--- src/design/mm_pkg.sv ---
// Shared sizes, register map and data types for the matrix-multiply accelerator, used by scoped name
package mm_pkg;

  // Matrix geometry and element format
  localparam int MAT_N          = 4;
  localparam int ELEM_W         = 16;
  localparam int WORD_W         = 32;
  localparam int ELEMS_PER_WORD = 2;
  localparam int WORDS_PER_MAT  = 8;

  // Scratchpad and sequencer sizing
  localparam int ADDR_W     = 8;
  localparam int WIDX_W     = $clog2(WORDS_PER_MAT);
  localparam int LOAD_WORDS = 3 * WORDS_PER_MAT;
  localparam int LOAD_CNT_W = $clog2(LOAD_WORDS);
  localparam int STEP_W     = $clog2(MAT_N);

  // Register map
  localparam int REG_ADDR_W = 3;
  localparam logic [REG_ADDR_W-1:0] REG_X_BASE  = 3'd0;
  localparam logic [REG_ADDR_W-1:0] REG_W_BASE  = 3'd1;
  localparam logic [REG_ADDR_W-1:0] REG_Y_BASE  = 3'd2;
  localparam logic [REG_ADDR_W-1:0] REG_Z_BASE  = 3'd3;
  localparam logic [REG_ADDR_W-1:0] REG_TRIGGER = 3'd4;
  localparam logic [REG_ADDR_W-1:0] REG_STATUS  = 3'd5;

  // Status register layout
  localparam int STATUS_BUSY_BIT = 0;
  localparam int STATUS_CNT_LSB  = 8;
  localparam int DONE_CNT_W      = 8;

  typedef logic signed [ELEM_W-1:0] elem_t;

  // Row-major, indexed as m[row][col]
  typedef elem_t [MAT_N-1:0][MAT_N-1:0] mat_t;

  // Lower column index lives in the low half of the word
  typedef union packed {
    logic [WORD_W-1:0]          raw;
    elem_t [ELEMS_PER_WORD-1:0] elem;
  } mem_word_u;

endpackage
--- src/design/mm_regfile.sv ---
// Host-visible register file; holds base addresses, starts jobs and reports busy and done count
`timescale 1ns/100ps

module mm_regfile (
  input  logic                          clk_i,
  input  logic                          rst_n_i,
  input  logic                          reg_req_i,
  input  logic                          reg_we_i,
  input  logic [mm_pkg::REG_ADDR_W-1:0] reg_addr_i,
  input  logic [mm_pkg::WORD_W-1:0]     reg_wdata_i,
  input  logic                          store_done_i,
  output logic [mm_pkg::WORD_W-1:0]     reg_rdata_o,
  output logic                          reg_rvalid_o,
  output logic [mm_pkg::ADDR_W-1:0]     x_base_o,
  output logic [mm_pkg::ADDR_W-1:0]     w_base_o,
  output logic [mm_pkg::ADDR_W-1:0]     y_base_o,
  output logic [mm_pkg::ADDR_W-1:0]     z_base_o,
  output logic                          start_o,
  output logic                          busy_o,
  output logic                          done_o
);

  logic                          busy_q;
  logic [mm_pkg::DONE_CNT_W-1:0] done_cnt_q;
  logic [mm_pkg::WORD_W-1:0]     rdata_d;
  logic                          wr_en, launch;

  assign wr_en  = reg_req_i && reg_we_i;
  // Triggers that arrive mid-job are dropped
  assign launch = wr_en && (reg_addr_i == mm_pkg::REG_TRIGGER) && !busy_q;
  assign busy_o = busy_q;

  always_ff @(posedge clk_i) begin
    if (wr_en) begin
      case (reg_addr_i)
        mm_pkg::REG_X_BASE: x_base_o <= reg_wdata_i[mm_pkg::ADDR_W-1:0];
        mm_pkg::REG_W_BASE: w_base_o <= reg_wdata_i[mm_pkg::ADDR_W-1:0];
        mm_pkg::REG_Y_BASE: y_base_o <= reg_wdata_i[mm_pkg::ADDR_W-1:0];
        mm_pkg::REG_Z_BASE: z_base_o <= reg_wdata_i[mm_pkg::ADDR_W-1:0];
        default: ;
      endcase
    end
  end

  // Read mux, unmapped addresses return zero
  always_comb begin
    rdata_d = '0;
    case (reg_addr_i)
      mm_pkg::REG_X_BASE: rdata_d[mm_pkg::ADDR_W-1:0] = x_base_o;
      mm_pkg::REG_W_BASE: rdata_d[mm_pkg::ADDR_W-1:0] = w_base_o;
      mm_pkg::REG_Y_BASE: rdata_d[mm_pkg::ADDR_W-1:0] = y_base_o;
      mm_pkg::REG_Z_BASE: rdata_d[mm_pkg::ADDR_W-1:0] = z_base_o;
      mm_pkg::REG_STATUS: begin
        rdata_d[mm_pkg::STATUS_BUSY_BIT] = busy_q;
        rdata_d[mm_pkg::STATUS_CNT_LSB +: mm_pkg::DONE_CNT_W] = done_cnt_q;
      end
      default: ;
    endcase
  end

  always_ff @(posedge clk_i) begin
    if (reg_req_i && !reg_we_i) begin
      reg_rdata_o <= rdata_d;
    end
  end

  always_ff @(posedge clk_i) begin
    if (!rst_n_i) begin
      busy_q       <= 1'b0;
      done_cnt_q   <= '0;
      start_o      <= 1'b0;
      done_o       <= 1'b0;
      reg_rvalid_o <= 1'b0;
    end else begin
      start_o      <= launch;
      done_o       <= store_done_i;
      reg_rvalid_o <= reg_req_i && !reg_we_i;
      if (launch) begin
        busy_q <= 1'b1;
      end else if (store_done_i) begin
        busy_q <= 1'b0;
      end
      if (store_done_i) begin
        done_cnt_q <= done_cnt_q + 1'b1;
      end
    end
  end

endmodule

--- config.mk ---
export PLATFORM = sky130hd
export DESIGN_NAME = mm_regfile
export DESIGN_NICKNAME = d
export VERILOG_FILES = /design/src/design/mm_pkg.sv /design/src/design/mm_regfile.sv
export SDC_FILE = /design/constraint.sdc
export NUM_CORES = 1
export LEC_CHECK = 0
export BUFFER_PORTS_ARGS = -buffer_cell sky130_fd_sc_hd__clkbuf_2
export CAP_MARGIN = 0
export CORE_MARGIN = 4
export CORE_UTILIZATION = 30
export CTS_CLUSTER_DIAMETER = 100
export DETAILED_ROUTE_END_ITERATION = 6
export PLACE_DENSITY_LB_ADDON = 0.12
export SYNTH_ARGS = -nofsm -noshare
export SYNTH_HDL_FRONTEND = slang
export SYNTH_SLANG_ARGS = --single-unit
--- constraint.sdc ---
create_clock -name clk_i -period 3.3 [get_ports clk_i]
set_input_delay 0.165 -clock clk_i [delete_from_list [all_inputs] [get_ports clk_i]]
set_output_delay 0.165 -clock clk_i [all_outputs]
set_load 0.01 [all_outputs]
==> metrics.txt <==
outcome=finished clean; Post-Syn Area=0.00246 mm^2; final setup violation count=0; DR WL met3=387 um; crit path time final=1460 ps; Min-Delay Path Class=in2reg; Die Wd=98.6 um; Setup TNS Final=0 ps; slew margin rel.=36.9%; Vias/cell=4.23; CTS HTree Levels=3; Final Max Slew Viols=0; PortBufs=67; GR Overflow Total=0; DPL Wire Length=3520 um; layout cells sized above 1=38.8%; WL final=4970 um; Final Power=1.51 mW; Lkg Pwr=1.19 nW; Final Hold Viols=0; CTS Sinks=60; Crit path required time=3260 ps; count of cells resized by post-cts repair=0; Worst Max-Slew Pin Slew=942 ps; EDFF count, synth=48; Clk pwr share=37.9%; Rows=32; P_sw=0.365 mW; Core Box Area=0.00785 mm^2; CP Launch Type=primary input; crit share post-route=44.3%; register area share after synthesis=68.3%; commonest non-fill, non-tap cells in the layout=clkbuf_2 (67), edfxtp_1 (48), conb_1 (16), and2_1 (15), dfxtp_1 (12); FF+latch count, synth=60; maximum vdd ir drop=0.239 mV; fin area=0.00300 mm^2; WS Path Type=in2reg; # nets final=268; M1 wire length=2100 um; Post-CTS Setup Repair Bufs=0; Pint=1.15 mW; Mean Syn Cell Area=15.7 um^2; first-pass GRT wire length=7940 um; Async SR Flop Fraction=0%; critical path peak fanout=13; clock buffer depth=2; Die Area=0.00972 mm^2; Distinct cells, synth=33; CTS Buf Count=9; wire length on met2=2420 um; commonest non-fill, non-tap cell in the layout=clkbuf_2; Skew-Pair Late Insertion Delay=330 ps; vias in the first global route=1486; RSZ-0062 raised after global routing=no; largest net degree at the start of global routing=18; clock tree root driver cell=clkbuf_8; TritonCTS clock tree=built; Layout area overhead=21.8%; gpl congestion=0.677; Fmax=685 MHz; Sw Share=24.1%; worst clock skew=3.99 ps; via count=1413; Critical Path AT=1420 ps; Top Layer Used=met4; MaxCap Viol Count=0; drt drc=0; initial antenna violation count=0; ANT nets after route=0; Pre-antenna DRT Iters=4; 1st-iter DRT viols=51; Hold Buf Count CTS=0; Ports=108; wire length per cell=14.9 um; Synthesis Warnings=0; Die Y=98.6 um; Post-synth top flop=edfxtp_1; final core occ=38.2%; placed cell areas=0.00282 mm^2; clk slew on worst S/H paths=70 ps; sequential cell fraction of total power=55.9%; cell count after synthesis=157; GRT Total Usage=10.7%; pwr dens=504 mW/mm^2; n_diodes=0; CP Capture Type=flip-flop; Logic pwr share=6.2%; Starting Density=31.4%
==> cells by family after synthesis <==
logic type	count (synthesis)	synth area share [%]
other cells	1	0.152
simple gates	49	12.0
mux	11	8.64
buf+inv	25	7.27
xor+xnor	4	1.42
fa+ha+maj	1	0.508
compound gates	6	1.68
flops	60	68.3
==> power by group through the flow <==
stage	Sequential, mW	Combinational, mW	Clock (mW)
finish	0.844	0.0936	0.573
global route	0.846	0.105	0.638
CTS	0.845	0.0961	0.596
detailed placement	0.861	0.0956	0
global placement	0.862	0.0949	0
floorplan	0.868	0.0667	0
==> per-stage QoR <==
stage / hold slack [ps] / worst slack (ps) / std cells
finish: 48.6 / 1840 / 334
global route: 26.2 / 1710 / 334
CTS: 26.1 / 1770 / 334
detailed placement: 387 / 1360 / 318
global placement: 384 / 1370 / 318
floorplan: 264 / 1510 / 172
==> per-layer routing <==
metal | up-vias | GRT usage [%]
li1 | 681 | -
met1 | 669 | 12.9
met2 | 55 | 16.8
met3 | 8 | 4.10
met4 | 0 | 5.36
met5 | - | 0
==> Yosys cell counts (2+ instances only) <==
cell type	n	share of area (%)
mux4_1	4	4.3
nand4_1	2	0.51
and2_1	15	3.8
nand3_1	2	0.41
clkbuf_1	3	0.46
and3b_1	2	0.71
nand2b_1	2	0.51
mux2i_1	4	1.6
dfxtp_1	12	9.8
edfxtp_1	48	59
or3_1	2	0.51
nor4_1	2	0.51
buf_4	17	5.2
nor2_1	2	0.31
o21ai_0	2	0.41
xnor2_1	3	1.1
buf_2	2	0.41
mux4_2	3	2.7
a21boi_0	2	0.61
nand2_1	6	0.92
nor2b_1	9	2.3
nor3_1	2	0.41
==> worst paths after layout <==
kind / startpoint / to / slack, ps / cells past startpoint
worst min register to register: done_cnt_q[7] / done_cnt_q[7] / 470 / 2
worst min-delay path: reg_wdata_i[7] / y_base_o[7] / 50 / 1
worst max register to register: w_base_o[4] / reg_rdata_o[4] / 1990 / 2
worst max-delay path: reg_addr_i[2] / y_base_o[4] / 1840 / 4
==> flip-flops by register name (all words and copies together), names as in the netlist, 8 cells and up <==
| register | flops |
|---|---|
| z_base_o | 8 |
| w_base_o | 8 |
| reg_rdata_o | 16 |
| x_base_o | 8 |
| done_cnt_q | 8 |
| y_base_o | 8 |
==> layout make-up <==
| type | count | area [um^2] |
|---|---|---|
| repair buffers | 68 | 343 |
| clock buffers | 9 | 124 |
| well taps | 102 | 128 |
| fillers | 780 | 4850 |
| clock inverters | 7 | 52.6 |
| inverters | 1 | 3.75 |
| multi-input cells | 87 | 666 |
| flip-flops and latches | 60 | 1680 |
==> critical path: stages <==
cell and delay, ps:
clkbuf_2 240, and3b_1 310, nand2_1 60, nor2_1 630
Note: power is estimated with default switching activity, not from simulation.
