File: src/design/mm_pkg.sv
// Shared sizes, register map and data types for the matrix-multiply accelerator, used by scoped name
package mm_pkg;

  // Matrix geometry and element format
  localparam int MAT_N          = 4;
  localparam int ELEM_W         = 16;
  localparam int WORD_W         = 32;
  localparam int ELEMS_PER_WORD = 2;
  localparam int WORDS_PER_MAT  = 8;

  // Scratchpad and sequencer sizing
  localparam int ADDR_W     = 8;
  localparam int WIDX_W     = $clog2(WORDS_PER_MAT);
  localparam int LOAD_WORDS = 3 * WORDS_PER_MAT;
  localparam int LOAD_CNT_W = $clog2(LOAD_WORDS);
  localparam int STEP_W     = $clog2(MAT_N);

  // Register map
  localparam int REG_ADDR_W = 3;
  localparam logic [REG_ADDR_W-1:0] REG_X_BASE  = 3'd0;
  localparam logic [REG_ADDR_W-1:0] REG_W_BASE  = 3'd1;
  localparam logic [REG_ADDR_W-1:0] REG_Y_BASE  = 3'd2;
  localparam logic [REG_ADDR_W-1:0] REG_Z_BASE  = 3'd3;
  localparam logic [REG_ADDR_W-1:0] REG_TRIGGER = 3'd4;
  localparam logic [REG_ADDR_W-1:0] REG_STATUS  = 3'd5;

  // Status register layout
  localparam int STATUS_BUSY_BIT = 0;
  localparam int STATUS_CNT_LSB  = 8;
  localparam int DONE_CNT_W      = 8;

  typedef logic signed [ELEM_W-1:0] elem_t;

  // Row-major, indexed as m[row][col]
  typedef elem_t [MAT_N-1:0][MAT_N-1:0] mat_t;

  // Lower column index lives in the low half of the word
  typedef union packed {
    logic [WORD_W-1:0]          raw;
    elem_t [ELEMS_PER_WORD-1:0] elem;
  } mem_word_u;

endpackage
File: src/design/mm_loader.sv
// Operand fetch sequencer; reads X, W and Y words in turn and unpacks them into matrices
`timescale 1ns/100ps

module mm_loader (
  input  logic                      clk_i,
  input  logic                      rst_n_i,
  input  logic                      start_i,
  input  logic [mm_pkg::ADDR_W-1:0] x_base_i,
  input  logic [mm_pkg::ADDR_W-1:0] w_base_i,
  input  logic [mm_pkg::ADDR_W-1:0] y_base_i,
  input  logic                      gnt_i,
  input  logic [mm_pkg::WORD_W-1:0] rdata_i,
  output logic                      req_o,
  output logic [mm_pkg::ADDR_W-1:0] addr_o,
  output mm_pkg::mat_t              x_o,
  output mm_pkg::mat_t              w_o,
  output mm_pkg::mat_t              y_o,
  output logic                      load_done_o
);

  logic                          active_q, pending_q;
  logic [mm_pkg::LOAD_CNT_W-1:0] cnt_q;
  logic [mm_pkg::WIDX_W-1:0]     widx;
  logic [1:0]                    region;
  logic [mm_pkg::ADDR_W-1:0]     base;
  mm_pkg::mem_word_u             rd_word;

  // Upper counter bits pick the matrix, lower bits the word in it
  assign widx        = cnt_q[mm_pkg::WIDX_W-1:0];
  assign region      = cnt_q[mm_pkg::LOAD_CNT_W-1:mm_pkg::WIDX_W];
  assign rd_word.raw = rdata_i;
  assign req_o       = active_q && !pending_q;

  always_comb begin
    case (region)
      2'd0:    base = x_base_i;
      2'd1:    base = w_base_i;
      default: base = y_base_i;
    endcase
  end

  assign addr_o = base + {{(mm_pkg::ADDR_W-mm_pkg::WIDX_W){1'b0}}, widx};

  always_ff @(posedge clk_i) begin
    if (!rst_n_i) begin
      active_q    <= 1'b0;
      pending_q   <= 1'b0;
      cnt_q       <= '0;
      load_done_o <= 1'b0;
    end else begin
      load_done_o <= 1'b0;
      if (start_i) begin
        active_q <= 1'b1;
        cnt_q    <= '0;
      end else if (req_o && gnt_i) begin
        pending_q <= 1'b1;
      end else if (pending_q) begin
        // Data for the outstanding read is on the bus now
        pending_q <= 1'b0;
        cnt_q     <= cnt_q + 1'b1;
        if (cnt_q == mm_pkg::LOAD_WORDS - 1) begin
          active_q    <= 1'b0;
          load_done_o <= 1'b1;
        end
      end
    end
  end

  // Two words per row, lower column in the low half
  always_ff @(posedge clk_i) begin
    if (pending_q) begin
      for (int e = 0; e < mm_pkg::ELEMS_PER_WORD; e++) begin
        case (region)
          2'd0:    x_o[widx[mm_pkg::WIDX_W-1:1]][{widx[0], e[0]}] <= rd_word.elem[e];
          2'd1:    w_o[widx[mm_pkg::WIDX_W-1:1]][{widx[0], e[0]}] <= rd_word.elem[e];
          default: y_o[widx[mm_pkg::WIDX_W-1:1]][{widx[0], e[0]}] <= rd_word.elem[e];
        endcase
      end
    end
  end

endmodule

File: config.mk
export PLATFORM = sky130hd
export DESIGN_NAME = mm_loader
export DESIGN_NICKNAME = d
export VERILOG_FILES = /design/src/design/mm_pkg.sv /design/src/design/mm_loader.sv
export SDC_FILE = /design/constraint.sdc
export NUM_CORES = 1
export LEC_CHECK = 0
export BUFFER_PORTS_ARGS = -buffer_cell sky130_fd_sc_hd__buf_4
export CAP_MARGIN = 20
export CORE_AREA = 2 2 325 327
export CTS_CLUSTER_DIAMETER = 100
export DETAILED_ROUTE_END_ITERATION = 7
export DIE_AREA = 0 0 327 329
export PLACE_DENSITY = 0.52
export SETUP_SLACK_MARGIN = 0.3
export SYNTH_ARGS = -nofsm -noshare
export SYNTH_HDL_FRONTEND = slang
export SYNTH_SLANG_ARGS = --single-unit
File: constraint.sdc
create_clock -name clk_i -period 4.2 [get_ports clk_i]
set_clock_uncertainty 0.1 [all_clocks]
set_input_delay 0.84 -clock clk_i [delete_from_list [all_inputs] [get_ports clk_i]]
set_output_delay 0.84 -clock clk_i [all_outputs]
set_load 0.02 [all_outputs]
==> results.py <==
metrics = {
    "worst_setup_path": {
        "end_kind": "primary output",
        "cp-start-kind": "flop",
        "crit_type": "reg -> out",
        "crit_slowest_cell": "dfxtp_2",
        "crit_chain": "o21ai_0, ha_1, fa_1, a21oi_1, nor3_1, xnor2_1, buf_4",
        "cpPeakStageDelay_ps": 580,
        "worst-endpoint-required_ps": 3260,
        "worst-path-max-fanout": 20,
        "critPathArrivalTime_ps": 2740,
    },
    "sta": {
        "tns_ps": 0,
        "finalHoldViolCount": 0,
        "period_share_pct": 87.59,
        "timing.fmax_ghz": 0.2718,
        "worst_pin_slew_ps": 1009,
        "rsz0062_at_grt": "false",
        "setup_viol": 0,
        "slew_violations": 0,
        "finalCriticalPeriod_ps": 3679,
        "slew_headroom_pct": 32.67,
    },
    "pwr": {
        "switchingPower_uw": 3245,
        "power.share.combinational_pct": 1.7,
        "irDropWorstVdd_mv": 0.2954,
        "p_leak_uw": 0.01311,
        "p_total_uw": 15730,
        "clkPwrFrac_pct": 44.6,
        "internal_power_uw": 12490,
        "sw_frac_of_total_pct": 20.63,
        "power.density_nw_per_um2": 427.7,
        "seq_power_share_pct": 53.8,
    },
    "global_routing": {
        "grt_pass1_wl_mm": 132.0,
        "grt.total_usage_pct": 17.54,
        "antenna_found_initial": 1,
        "overflow": 0,
        "grt_pass1_vias": 16290,
        "grt_max_degree": 38,
    },
    "synthesis": {
        "async_flop_share_pct": 0,
        "synth_simple_gate_area_share_pct": 7.935,
        "synth_top_area_share_pct": 89.13,
        "synth-edff-count": 768,
        "ys_top_cells_by_area": "edfxtp_1 (89%), nor2_1 (6.4%), nand2_1 (0.81%)",
        "ys.flop_type": "edfxtp_1",
        "synth_common_cells": "edfxtp_1 (768), nor2_1 (444), nand2_1 (56)",
        "syn_area_um2": 25880,
        "synth_most_common_cell": "edfxtp_1",
        "yosys.area.top_type": "edfxtp_1",
        "synth_area_per_cell_um2": 18.51,
        "yosysSeqAreaShare_pct": 89.74,
        "synth_compound_area_share_pct": 0.2950,
        "synth_top_family_by_area": "simple AND/OR/NAND/NOR gates",
        "yosysWarnings": 0,
        "synthMuxAreaShare_pct": 0.4158,
        "synth_cell_types": 33,
        "yosys_register_bits": 776,
        "synth_nets": 1464,
        "synthAdderAreaFrac_pct": 0.3191,
        "synth_cells": 1398,
        "synthXorXnorAreaFrac_pct": 0.3385,
    },
    "placed_design": {
        "place_congestion": 0.7774,
        "dp_hpwl_mm": 70.34,
        "placed_cells": 3623,
        "dpl_cell_area_um2": 34190,
        "portBuffers": 837,
    },
    "floorplanning": {
        "core_um2": 104400,
        "dieArea_um2": 107600,
        "ios": 838,
        "rows": 119,
        "die_w_um": 327,
        "initial_core_util_pct": 24.79,
        "die_h_um": 329,
    },
    "detailed_routing": {
        "vias": 16000,
        "wire_per_inst_um": 26.06,
        "viasPerCell": 4.244,
        "finalWirelength_mm": 98.23,
        "dr.pass1.iters": 5,
        "initialDrtViolationCount": 1243,
        "drc_errors": 0,
        "ant_nets": 0,
    },
    "status": {
        "outcome": "completed",
    },
    "layout": {
        "design_area_um2": 36780,
        "finish.net_count": 2382,
        "final_cells": 3769,
        "synthToLayoutAreaGrowth_pct": 42.14,
        "drive_above_1_share_pct": 43.63,
        "final.fill_count": 9997,
    },
    "hold_path": {
        "hp-class": "in -> reg",
    },
    "clock_tree": {
        "cts_root_buf": "clkbuf_16",
        "clockBufferDepth": 3,
        "numCtsBuffers": 82,
        "clk_pin_slew_worst_paths_ps": 60,
        "tritoncts": "yes",
        "cts.sinks": 776,
        "post_cts_buffers": 0,
        "clk_latency_ps": 650,
        "htree_levels": 3,
        "ctsHoldBuffers": 0,
    },
    "run": {
        "maxCapViolations": 0,
    },
}
critical path: cells and delay by family, from the launching register on:
family,cells,cell delay (ps)
adder cells (fa/ha/maj),2,640
flip-flops,1,580
AO/OA/AOI/OAI,2,440
XOR/XNOR,1,180
buffers and inverters,1,170
AND/OR/NAND/NOR,1,90
routing by layer:
layer,GRT usage (%),vias up,wire (µm)
met2,30.92,794,50350
met5,0,-,0
met4,4.757,0,2113
met3,6.546,116,9456
li1,-,6888,-
met1,19.93,8197,36310
power by group through the flow:
stage / clock, µW / combinational [µW] / sequential [µW]
after detailed placement: 0 / 269 / 8620
final: 7010 / 263 / 8460
after CTS: 7160 / 270 / 8460
after global placement: 0 / 267 / 8620
after global routing: 7440 / 278 / 8450
after floorplan: 0 / 52.5 / 8630
through the flow:
step / setup WS [ps] / utilization (%) / hold slack, ps
after floorplan: 882.7 / - / 361.0
after global placement: 757.6 / 32.75 / 380.9
after detailed placement: 766.8 / 32.76 / 400.7
after CTS: 383.9 / 35.23 / 244.4
after global routing: 360.1 / 35.24 / 302.3
final: 521.3 / 35.24 / 315.1
flip-flops by register name, indices dropped and copies added (netlist names):
signal,cells
y_o,256
cnt_q,5
x_o,256
pending_q,1
load_done_o,1
active_q,1
w_o,256
layout by cell type, fill, tap and decap left out, drive strengths merged:
cell type / count
nand3b: 4
mux2: 1
mux2i: 8
nor2b: 4
inv: 3
fa: 1
clkinvlp: 3
bufinv: 5
a211oi: 1
or3b: 4
diode: 1
nand3: 3
o21a: 1
nand2: 56
o31a: 1
or3: 2
nor3: 1
nor4: 1
edfxtp: 768
nor4b: 1
clkbuf: 102
dfxtp: 8
clkinv: 32
buf: 895
nor2: 444
a21oi: 6
xor2: 5
nand2b: 1
o21ai: 3
ha: 5
xnor2: 5
a21boi: 1
nand4: 2
area by class of cell:
cell class                 instances  area [µm²]  area share, %
clock inverter                    43       432.9          1.177
antenna                            1       2.502       0.006804
timing repair buffer             895        6726          18.29
tap                             1391        1740          4.732
sequential                       776       23230          63.15
multi-input combinational        561        2502          6.804
clock buffer                     102        2148          5.841
final timing paths:
kind | cells past startpoint | end | start | slack [ps]
worst max-delay path | 7 | addr_o[6] | cnt_q[4] | 520
worst min-delay path | 2 | active_q | rst_n_i | 320
worst max register to register | 2 | y_o[106] | cnt_q[1] | 1340
worst min register to register | 2 | pending_q | active_q | 400
what timing repair did:
| item | in CTS | in global routing |
|---|---|---|
| endpoints found under the setup margin | 2 | 2 |
| gates resized for setup | 1 | 1 |
| cloned | 0 | 0 |
logic make-up (layout without fill, tap and decap cells):
kind of cell	Yosys count	count (layout)
DFF	776	776
and+or+nand+nor	523	523
buffers and inverters	61	1040
AOI/OAI and AO/OA	13	13
xor gates and xnor gates	10	10
muxes	9	9
adders and majority gates	6	6
other	0	1
No activity file was read; power rests on OpenSTA's default activity.
