==> src/design/mm_pkg.sv <==
// Shared sizes, register map and data types for the matrix-multiply accelerator, used by scoped name
package mm_pkg;

  // Matrix geometry and element format
  localparam int MAT_N          = 4;
  localparam int ELEM_W         = 16;
  localparam int WORD_W         = 32;
  localparam int ELEMS_PER_WORD = 2;
  localparam int WORDS_PER_MAT  = 8;

  // Scratchpad and sequencer sizing
  localparam int ADDR_W     = 8;
  localparam int WIDX_W     = $clog2(WORDS_PER_MAT);
  localparam int LOAD_WORDS = 3 * WORDS_PER_MAT;
  localparam int LOAD_CNT_W = $clog2(LOAD_WORDS);
  localparam int STEP_W     = $clog2(MAT_N);

  // Register map
  localparam int REG_ADDR_W = 3;
  localparam logic [REG_ADDR_W-1:0] REG_X_BASE  = 3'd0;
  localparam logic [REG_ADDR_W-1:0] REG_W_BASE  = 3'd1;
  localparam logic [REG_ADDR_W-1:0] REG_Y_BASE  = 3'd2;
  localparam logic [REG_ADDR_W-1:0] REG_Z_BASE  = 3'd3;
  localparam logic [REG_ADDR_W-1:0] REG_TRIGGER = 3'd4;
  localparam logic [REG_ADDR_W-1:0] REG_STATUS  = 3'd5;

  // Status register layout
  localparam int STATUS_BUSY_BIT = 0;
  localparam int STATUS_CNT_LSB  = 8;
  localparam int DONE_CNT_W      = 8;

  typedef logic signed [ELEM_W-1:0] elem_t;

  // Row-major, indexed as m[row][col]
  typedef elem_t [MAT_N-1:0][MAT_N-1:0] mat_t;

  // Lower column index lives in the low half of the word
  typedef union packed {
    logic [WORD_W-1:0]          raw;
    elem_t [ELEMS_PER_WORD-1:0] elem;
  } mem_word_u;

endpackage
==> src/design/mm_mem_arbiter.sv <==
// Fixed-priority arbiter sharing the single scratchpad port between host, loader and storer
`timescale 1ns/100ps

module mm_mem_arbiter (
  input  logic                      clk_i,
  input  logic                      rst_n_i,
  input  logic                      host_req_i,
  input  logic                      host_we_i,
  input  logic [mm_pkg::ADDR_W-1:0] host_addr_i,
  input  logic [mm_pkg::WORD_W-1:0] host_wdata_i,
  output logic                      host_gnt_o,
  output logic                      host_rvalid_o,
  input  logic                      ld_req_i,
  input  logic                      ld_we_i,
  input  logic [mm_pkg::ADDR_W-1:0] ld_addr_i,
  input  logic [mm_pkg::WORD_W-1:0] ld_wdata_i,
  output logic                      ld_gnt_o,
  input  logic                      st_req_i,
  input  logic                      st_we_i,
  input  logic [mm_pkg::ADDR_W-1:0] st_addr_i,
  input  logic [mm_pkg::WORD_W-1:0] st_wdata_i,
  output logic                      st_gnt_o,
  input  logic [mm_pkg::WORD_W-1:0] sp_rdata_i,
  output logic                      sp_en_o,
  output logic                      sp_we_o,
  output logic [mm_pkg::ADDR_W-1:0] sp_addr_o,
  output logic [mm_pkg::WORD_W-1:0] sp_wdata_o,
  output logic [mm_pkg::WORD_W-1:0] rdata_o
);

  // Host first, then loader, then storer
  assign host_gnt_o = host_req_i;
  assign ld_gnt_o   = ld_req_i && !host_req_i;
  assign st_gnt_o   = st_req_i && !host_req_i && !ld_req_i;
  assign sp_en_o    = host_req_i || ld_req_i || st_req_i;

  always_comb begin
    if (host_req_i) begin
      sp_we_o    = host_we_i;
      sp_addr_o  = host_addr_i;
      sp_wdata_o = host_wdata_i;
    end else if (ld_req_i) begin
      sp_we_o    = ld_we_i;
      sp_addr_o  = ld_addr_i;
      sp_wdata_o = ld_wdata_i;
    end else begin
      sp_we_o    = st_we_i;
      sp_addr_o  = st_addr_i;
      sp_wdata_o = st_wdata_i;
    end
  end

  // Only host reads raise the host valid strobe
  always_ff @(posedge clk_i) begin
    if (!rst_n_i) begin
      host_rvalid_o <= 1'b0;
    end else begin
      host_rvalid_o <= host_req_i && !host_we_i;
    end
  end

  // Read data is shared, each peer samples it the cycle after its grant
  assign rdata_o = sp_rdata_i;

endmodule

==> config.mk <==
export PLATFORM = sky130hd
export DESIGN_NAME = mm_mem_arbiter
export DESIGN_NICKNAME = d
export VERILOG_FILES = /design/src/design/mm_pkg.sv /design/src/design/mm_mem_arbiter.sv
export SDC_FILE = /design/constraint.sdc
export NUM_CORES = 1
export LEC_CHECK = 0
export BUFFER_PORTS_ARGS = -buffer_cell sky130_fd_sc_hd__buf_4
export CORE_AREA = 4 4 91 93
export CTS_CLUSTER_SIZE = 16
export DETAILED_ROUTE_END_ITERATION = 16
export DIE_AREA = 0 0 95 97
export PLACE_DENSITY_LB_ADDON = 0.25
export SKIP_LAST_GASP = 1
export SYNTH_ARGS = -nofsm -noshare
export SYNTH_HDL_FRONTEND = slang
export SYNTH_SLANG_ARGS = --single-unit
==> constraint.sdc <==
create_clock -name clk_i -period 1.15 [get_ports clk_i]
set_clock_uncertainty 0.1 [all_clocks]
set_input_delay 0.23 -clock clk_i [delete_from_list [all_inputs] [get_ports clk_i]]
set_output_delay 0.23 -clock clk_i [all_outputs]
set_load 0.02 [all_outputs]
==> flow_summary_export.csv, run 1 <==
group,metric,value,unit
sta,slew_violations,0,
job,drv_cap,0,
worst_setup_path,critPathMostFrequentCell,"mux2_4",
worst_setup_path,crit_type,"primary input to primary output",
finish,antenna_cells,0,
clock_network,holdBufCountCts,0,
worst_setup_path,cp_top_family,"multiplexers",
worst_setup_path,cp_data_required_time,820,ps
worst_setup_path,end_kind,"primary output",
route,wire_per_inst,13.3,um
finish,final_cells,417,
synth,synth_area_leaders,"mux2i_1, buf_4, o21ai_0",
sta,clock.fmax,731,MHz
finish,multi_input_area,1140,um^2
worst_setup_path,crit_arrival,1040,ps
synth,ys_seq_elements,1,
worst_setup_path,cpPeakStageDelay,290,ps
worst_setup_path,cp_cell_sequence,"buf_12 > mux2_4 > mux2_4 > buf_6",
sta,setup-violations-final,44,
finish,top_register,"host_rvalid_o",
finish,final.fill_count,799,
route,num_vias,1707,
floorplanning,row_count,32,
route,firstDrtPassIters,3,
grt,grt_max_degree,20,
synth,synthFlopType,"dfxtp_1",
sta,whs,360,ps
synth,seq_area_frac_synth,1.71,%
placed_design,placed_cells,416,
power,max-vdd-ir-drop,0.127,mV
route,totalWireLength,5.55,mm
power,p_leak,1.39,nW
synth,synth_area_per_cell,6.72,um^2
sta,final_hold_viol_count,0,
synth,synth_cell_types,14,
status,violations,"setup timing",
power,p_per_area,464,nW/um^2
grt,grt_use_total,10.5,%
sta,fin_crit_sh,119,%
finish,reg_top3,"host_rvalid_o (1)",
synth,synthTopCellsByCount,"mux2i_1, nand2_1, o21ai_0, buf_4",
sta,tightest_slew,209,ps
synth,synth_top_area_share,34.2,%
route,ant_nets,0,
floorplanning,core-area,7530,um^2
placed_design,gp_congestion,0.779,
synth,netlist_instances,174,
placed_design,dp_hpwl,4.71,mm
sta,slew_headroom,85.8,%
placed_design,post-place-ws,-294,ps
floorplanning,dieArea,9220,um^2
floorplanning,ioPinCount,238,
finish,fin_util,37.1,%
min_path,min_path_type,"primary input to primary output",
synth,ys_async_sr_fraction,0,%
sta,rsz0062_at_grt,"true",
worst_setup_path,cpMaxStageDelayCell,"mux2_4",
sta,setup_tns,-6700,ps
finish,largest_reg_flops,1,
floorplanning,die_x,95,um
finish,drive_gt1_share,81.0,%
synth,syn_area,1170,um^2
finish,finalNetCount,477,
route,via_per_inst,4.09,
synth,ys_warn_count,0,
grt,grt-ovfl-total,0,
worst_setup_path,start_kind,"primary input",
placed_design,io_buffers,173,
synth,synth_edf_count,0,
finish,regArea,20.0,um^2
route,drt_iter0_markers,4,
floorplanning,die_height,97,um
grt,grt_pass1_vias,1714,
worst_setup_path,critPathMaxFanout,5,
status,status,"finished with violations",
sta,period_minus_slack,1370,ps
grt,antenna_found_initial,0,
synth,synth_fp_nets,334,
route,remaining_drc_errors,0,
synth,synth_top_cell_by_area,"mux2i_1",
floorplanning,start_util,15.5,%
grt,grt_pass1_wl,7.94,mm
worst_setup_path,path_buf_inv,2,
sta,setup_ws,-218,ps
finish,area_growth,139,%
## per-stage QoR
| stage | cell area [um^2] | power [mW] |
|---|---|---|
| final | 2790 | 1.29 |
| after global routing | 2790 | 1.38 |
| after floorplan | 1450 | 0.791 |
| after CTS | 2690 | 1.26 |
| after detailed placement | 2630 | 1.23 |
| after global placement | 2630 | 1.21 |
## cell families (layout without fill, tap and decap cells)
| family | after synthesis | count (layout) | share of synthesized area, % |
|---|---|---|---|
| AOI/OAI and AO/OA | 40 | 40 | 17.1 |
| buffers and inverters | 47 | 188 | 29.4 |
| DFF | 1 | 1 | 1.71 |
| muxes | 42 | 42 | 36.5 |
| and+or+nand+nor | 44 | 44 | 15.3 |
## routing by layer
metal / up-vias / global-route usage (%) / routed length [um]
met5: - / 0 / 0
met4: 0 / 1.55 / 76
met3: 8 / 2.18 / 597
met2: 94 / 21.7 / 3050
met1: 749 / 10.4 / 1820
li1: 856 / - / -
## what timing repair did
item / CTS / global route
resized for setup: 10 / 22
endpoints found under the setup margin: 44 / 45
buffers inserted: 0 / 0
gates cloned: 1 / 0
## cell type report
| class | instances | area share, % |
|---|---|---|
| Multi-Input combinational cell | 126 | 40.9 |
| Timing Repair Buffer | 188 | 53.9 |
| Tap cell | 102 | 4.57 |
| Sequential cell | 1 | 0.717 |
## placed cells by master (no fill, tap or decap), types with 2 or more instances in the layout
| master | Yosys | layout |
|---|---|---|
| buf_4 | 33 | 175 |
| nand2_1 | 40 | 40 |
| o21ai_2 | 0 | 33 |
| mux2i_2 | 0 | 19 |
| mux2i_1 | 40 | 18 |
| buf_6 | 5 | 9 |
| o21ai_4 | 0 | 7 |
| mux2i_4 | 0 | 3 |
| buf_12 | 0 | 3 |
| mux2_4 | 1 | 2 |
## final timing paths
| path | slack [ps] | cells past startpoint | from | to |
|---|---|---|---|---|
| worst max-delay path | -220 | 4 | ld_req_i | sp_we_o |
| worst min-delay path | 360 | 0 | sp_rdata_i[1] | rdata_o[1] |
## where the power goes
group          internal, mW  total [mW]  switching, mW
clock                     0           0              0
sequential           0.0368      0.0371       0.000304
combinational         0.705        1.26          0.552
total                 0.742        1.29          0.552
Power figures use the tool's default switching activity.
==> inputs of run 2 (changes only) <==
Settings changed: CELL_PAD_IN_SITES_DETAIL_PLACEMENT set to 1, CELL_PAD_IN_SITES_GLOBAL_PLACEMENT set to 1, CORE_AREA 4 4 91 93 to unset, CORE_MARGIN set to 4, CORE_UTILIZATION set to 12, DIE_AREA 0 0 95 97 to unset.
==> flow_summary_export.csv, run 2 (same netlist as run 1, synthesis figures left out) <==
group,metric,value,unit
status,status,"finished with violations",
status,violations,"setup timing",
finish,final.fill_count,1141,
route,wire_per_inst,14.4,um
sta,setup-violations-final,44,
floorplanning,start_util,12.5,%
power,p_per_area,465,nW/um^2
power,internal-power,0.774,mW
job,drv_cap,0,
floorplanning,core-area,9370,um^2
sta,final_hold_viol_count,0,
sta,clock.fmax,726,MHz
worst_setup_path,start_kind,"primary input",
floorplanning,die_x,107,um
sta,period_minus_slack,1380,ps
grt,grt_max_degree,18,
finish,antenna_cells,0,
placed_design,gp_congestion,0.672,
finish,drive_gt1_share,82.5,%
finish,multi_input_area,1220,um^2
route,drt_iter0_markers,42,
sta,whs,360,ps
worst_setup_path,crit_arrival,1050,ps
sta,fin_crit_sh,120,%
route,via_per_inst,3.92,
grt,grt_pass1_wl,9.08,mm
power,p_seq_share,2.7,%
finish,area_growth,150,%
finish,reg_top3,"host_rvalid_o (1)",
finish,layout_common_cells,"buf_4, nand2_1, o21ai_2",
power,power.share.clock,0,%
finish,top_register,"host_rvalid_o",
sta,slew_headroom,85.8,%
sta,rsz0062_at_grt,"true",
sta,setup_ws,-228,ps
floorplanning,dieArea,11400,um^2
power,max-vdd-ir-drop,0.149,mV
grt,antenna_found_initial,0,
finish,layout_commonest_cell,"buf_4",
route,ant_nets,0,
placed_design,dp_hpwl,5.38,mm
route,num_vias,1737,
floorplanning,ioPinCount,238,
route,firstDrtPassIters,4,
worst_setup_path,cp_data_required_time,820,ps
grt,grt-ovfl-total,0,
route,remaining_drc_errors,0,
floorplanning,row_count,35,
power,p_leak,1.40,nW
power,p_sw_share,43.0,%
power,switchingPower,0.585,mW
min_path,holdPathEnd,"rdata_o[30]",
placed_design,io_buffers,173,
route,totalWireLength,6.39,mm
sta,tightest_slew,208,ps
min_path,hold_start,"sp_rdata_i[30]",
sta,slew_violations,0,
worst_setup_path,end_kind,"primary output",
grt,grt_use_total,9.57,%
finish,regArea,20.0,um^2
worst_setup_path,critPathMaxFanout,5,
min_path,min_path_type,"primary input to primary output",
worst_setup_path,crit_type,"primary input to primary output",
floorplanning,die_height,107,um
sta,setup_tns,-7360,ps
finish,largest_reg_flops,1,
power,combinationalPowerShare,97.3,%
min_path,min_delay_path_depth,0,
finish,finalNetCount,476,
grt,grt_pass1_vias,1846,
clock_network,holdBufCountCts,0,
-- run 2: cell count changes in the layout (fill, tap and decap cells not counted), moves of 2 or more --
cell,delta
mux2i_4,+7
mux2i_2,-2
mux2i_1,-5
buf_6,-3
-- run 2: timing repair --
item | 4_1_cts | 5_1_grt
resized for setup | 11 | 32
setup buffers | 0 | 0
pin swaps | 1 | 0
cloned | 1 | 1
setup endpoints to repair | 45 | 45
hold endpoints to repair | 0 | 0
-- run 2: final cells by class --
class / count / share of cell area, %
Sequential cell: 1 / 0.685
Multi-Input combinational cell: 126 / 41.7
Tap cell: 129 / 5.52
Timing Repair Buffer: 187 / 52.1
-- run 2: per-layer routing --
metal | up-vias | track usage (%) | part of all wire (%)
met5 | - | 0 | 0
met4 | 0 | 1.74 | 1.9
met3 | 14 | 1.44 | 8.3
met2 | 100 | 19.1 | 54
met1 | 766 | 10.7 | 36
li1 | 857 | - | -
-- run 2: through the flow --
stage / utilization [%] / power (mW) / area (um^2) / setup WS, ps / cells
5_1_grt: 31.2 / 1.45 / 2920 / -241 / 443
3_5_place_dp: 28.4 / 1.24 / 2660 / -314 / 441
6_report: 31.2 / 1.36 / 2920 / -228 / 443
3_3_place_gp: 28.4 / 1.22 / 2660 / -301 / 441
4_1_cts: 29.1 / 1.28 / 2730 / -227 / 442
2_1_floorplan: - / 0.791 / 1450 / -111 / 174
-- run 2: critical path: stages --
cell	delay, ps
buf_12	130
mux2_4	290
mux2_4	270
buf_6	130
-- run 2: worst max path at each step --
| stage | start | end | slack (ps) | depth (start not counted) |
|---|---|---|---|---|
| 4_1_cts | ld_req_i | sp_we_o | -230 | 4 |
| 5_1_grt | ld_req_i | sp_we_o | -240 | 4 |
| 2_1_floorplan | ld_req_i | sp_we_o | -110 | 3 |
| 3_5_place_dp | ld_req_i | sp_wdata_o[22] | -310 | 5 |
| 6_report | ld_req_i | sp_we_o | -230 | 4 |
| 3_3_place_gp | ld_req_i | sp_wdata_o[22] | -300 | 5 |
-- run 2: power by group through the flow --
stage	Sequential [mW]	Clock, mW	Combinational [mW]
after floorplan	0.0390	0	0.752
after global placement	0.0371	0	1.19
after detailed placement	0.0373	0	1.20
after CTS	0.0373	0	1.24
after global routing	0.0374	0	1.41
final	0.0372	0	1.32
==> inputs of run 3 (changes only) <==
Settings changed: SKIP_CTS_REPAIR_TIMING set to 1.
==> flow_summary_export.csv, run 3 (same netlist as run 1, synthesis figures left out) <==
group,metric,value,unit
status,status,"finished with violations",
status,violations,"setup timing",
finish,area_growth,147,%
finish,final.fill_count,1143,
sta,slew_violations,0,
worst_setup_path,cpPeakStageDelay,290,ps
sta,tightest_slew,206,ps
floorplanning,start_util,12.5,%
power,finalPower,1.34,mW
finish,regArea,20.0,um^2
worst_setup_path,critPathMostFrequentCell,"mux2_4",
sta,period_minus_slack,1380,ps
worst_setup_path,start_kind,"primary input",
floorplanning,die_height,107,um
placed_design,post-place-ws,-314,ps
grt,grt_pass1_wl,8.85,mm
route,totalWireLength,6.40,mm
route,wl_met2,3.47,mm
route,routed.top_layer,"met4",
finish,largest_reg_flops,1,
route,drt_iter0_markers,47,
sta,setup_tns,-7070,ps
placed_design,dp_hpwl,5.38,mm
worst_setup_path,cp_data_required_time,820,ps
floorplanning,dieArea,11400,um^2
grt,grt_use_total,9.26,%
worst_setup_path,cp_cell_sequence,"buf_12 > mux2_4 > mux2_4 > buf_6",
route,num_vias,1744,
sta,clock.fmax,726,MHz
grt,antenna_found_initial,0,
power,p_per_area,464,nW/um^2
sta,setup-violations-final,43,
min_path,min_delay_path_depth,0,
sta,setup_ws,-227,ps
finish,finalNetCount,477,
floorplanning,ioPinCount,238,
route,firstDrtPassIters,2,
worst_setup_path,cpMaxStageDelayCell,"mux2_4",
worst_setup_path,cp_top_family,"multiplexers",
route,wl_met1,2.29,mm
worst_setup_path,critPathMaxFanout,6,
power,p_leak,1.40,nW
placed_design,io_buffers,173,
floorplanning,row_count,35,
finish,top_register,"host_rvalid_o",
worst_setup_path,crit_type,"primary input to primary output",
placed_design,gp_congestion,0.672,
finish,antenna_cells,0,
min_path,min_path_type,"primary input to primary output",
min_path,hold_start,"sp_rdata_i[1]",
finish,reg_top3,"host_rvalid_o (1)",
min_path,holdPathEnd,"rdata_o[1]",
route,wire_per_inst,14.4,um
sta,rsz0062_at_grt,"true",
sta,slew_headroom,86.0,%
grt,grt_pass1_vias,1827,
worst_setup_path,crit_arrival,1050,ps
floorplanning,die_x,107,um
worst_setup_path,end_kind,"primary output",
worst_setup_path,path_buf_inv,2,
route,ant_nets,0,
power,max-vdd-ir-drop,0.146,mV
route,via_per_inst,3.93,
grt,grt-ovfl-total,0,
finish,multi_input_area,1190,um^2
floorplanning,core-area,9370,um^2
finish,layout_commonest_cell,"buf_4",
route,wl_met3,524,um
finish,drive_gt1_share,81.9,%
route,remaining_drc_errors,0,
grt,grt_max_degree,26,
job,drv_cap,0,
sta,final_hold_viol_count,0,
finish,layout_common_cells,"buf_4, nand2_1, o21ai_2",
sta,fin_crit_sh,120,%
finish,fin_util,30.9,%
run 3: metal layers:
layer / up-vias / track usage [%]
met5: - / 0
met4: 0 / 1.74
met3: 14 / 1.44
met2: 100 / 18.3
met1: 773 / 10.3
li1: 857 / -
run 3: report_power, final:
group	switching (mW)	total, mW	internal (mW)
logic	0.577	1.30	0.728
clock network	0	0	0
registers	0.000401	0.0372	0.0368
total	0.577	1.34	0.765
run 3: how the worst max path moves through the flow:
stage	startpoint	end	slack, ps	cells after the start
2_1_floorplan	ld_req_i	sp_we_o	-110	3
3_3_place_gp	ld_req_i	sp_wdata_o[22]	-300	5
3_5_place_dp	ld_req_i	sp_wdata_o[22]	-310	5
4_1_cts	ld_req_i	sp_wdata_o[18]	-310	5
5_1_grt	ld_req_i	sp_addr_o[6]	-240	5
6_report	ld_req_i	sp_we_o	-230	4
run 3: cell type report:
cell class	count	share of cell area [%]
well taps	129	5.57
repair buffers	188	52.8
multi-input cells	126	41.0
flip-flops and latches	1	0.691
run 3: stage by stage:
stage | hold WS, ps | area (um^2) | std cells
2_1_floorplan | 286 | 1450 | 174
4_1_cts | 360 | 2660 | 441
3_5_place_dp | 360 | 2660 | 441
5_1_grt | 360 | 2900 | 444
6_report | 360 | 2900 | 444
3_3_place_gp | 360 | 2660 | 441
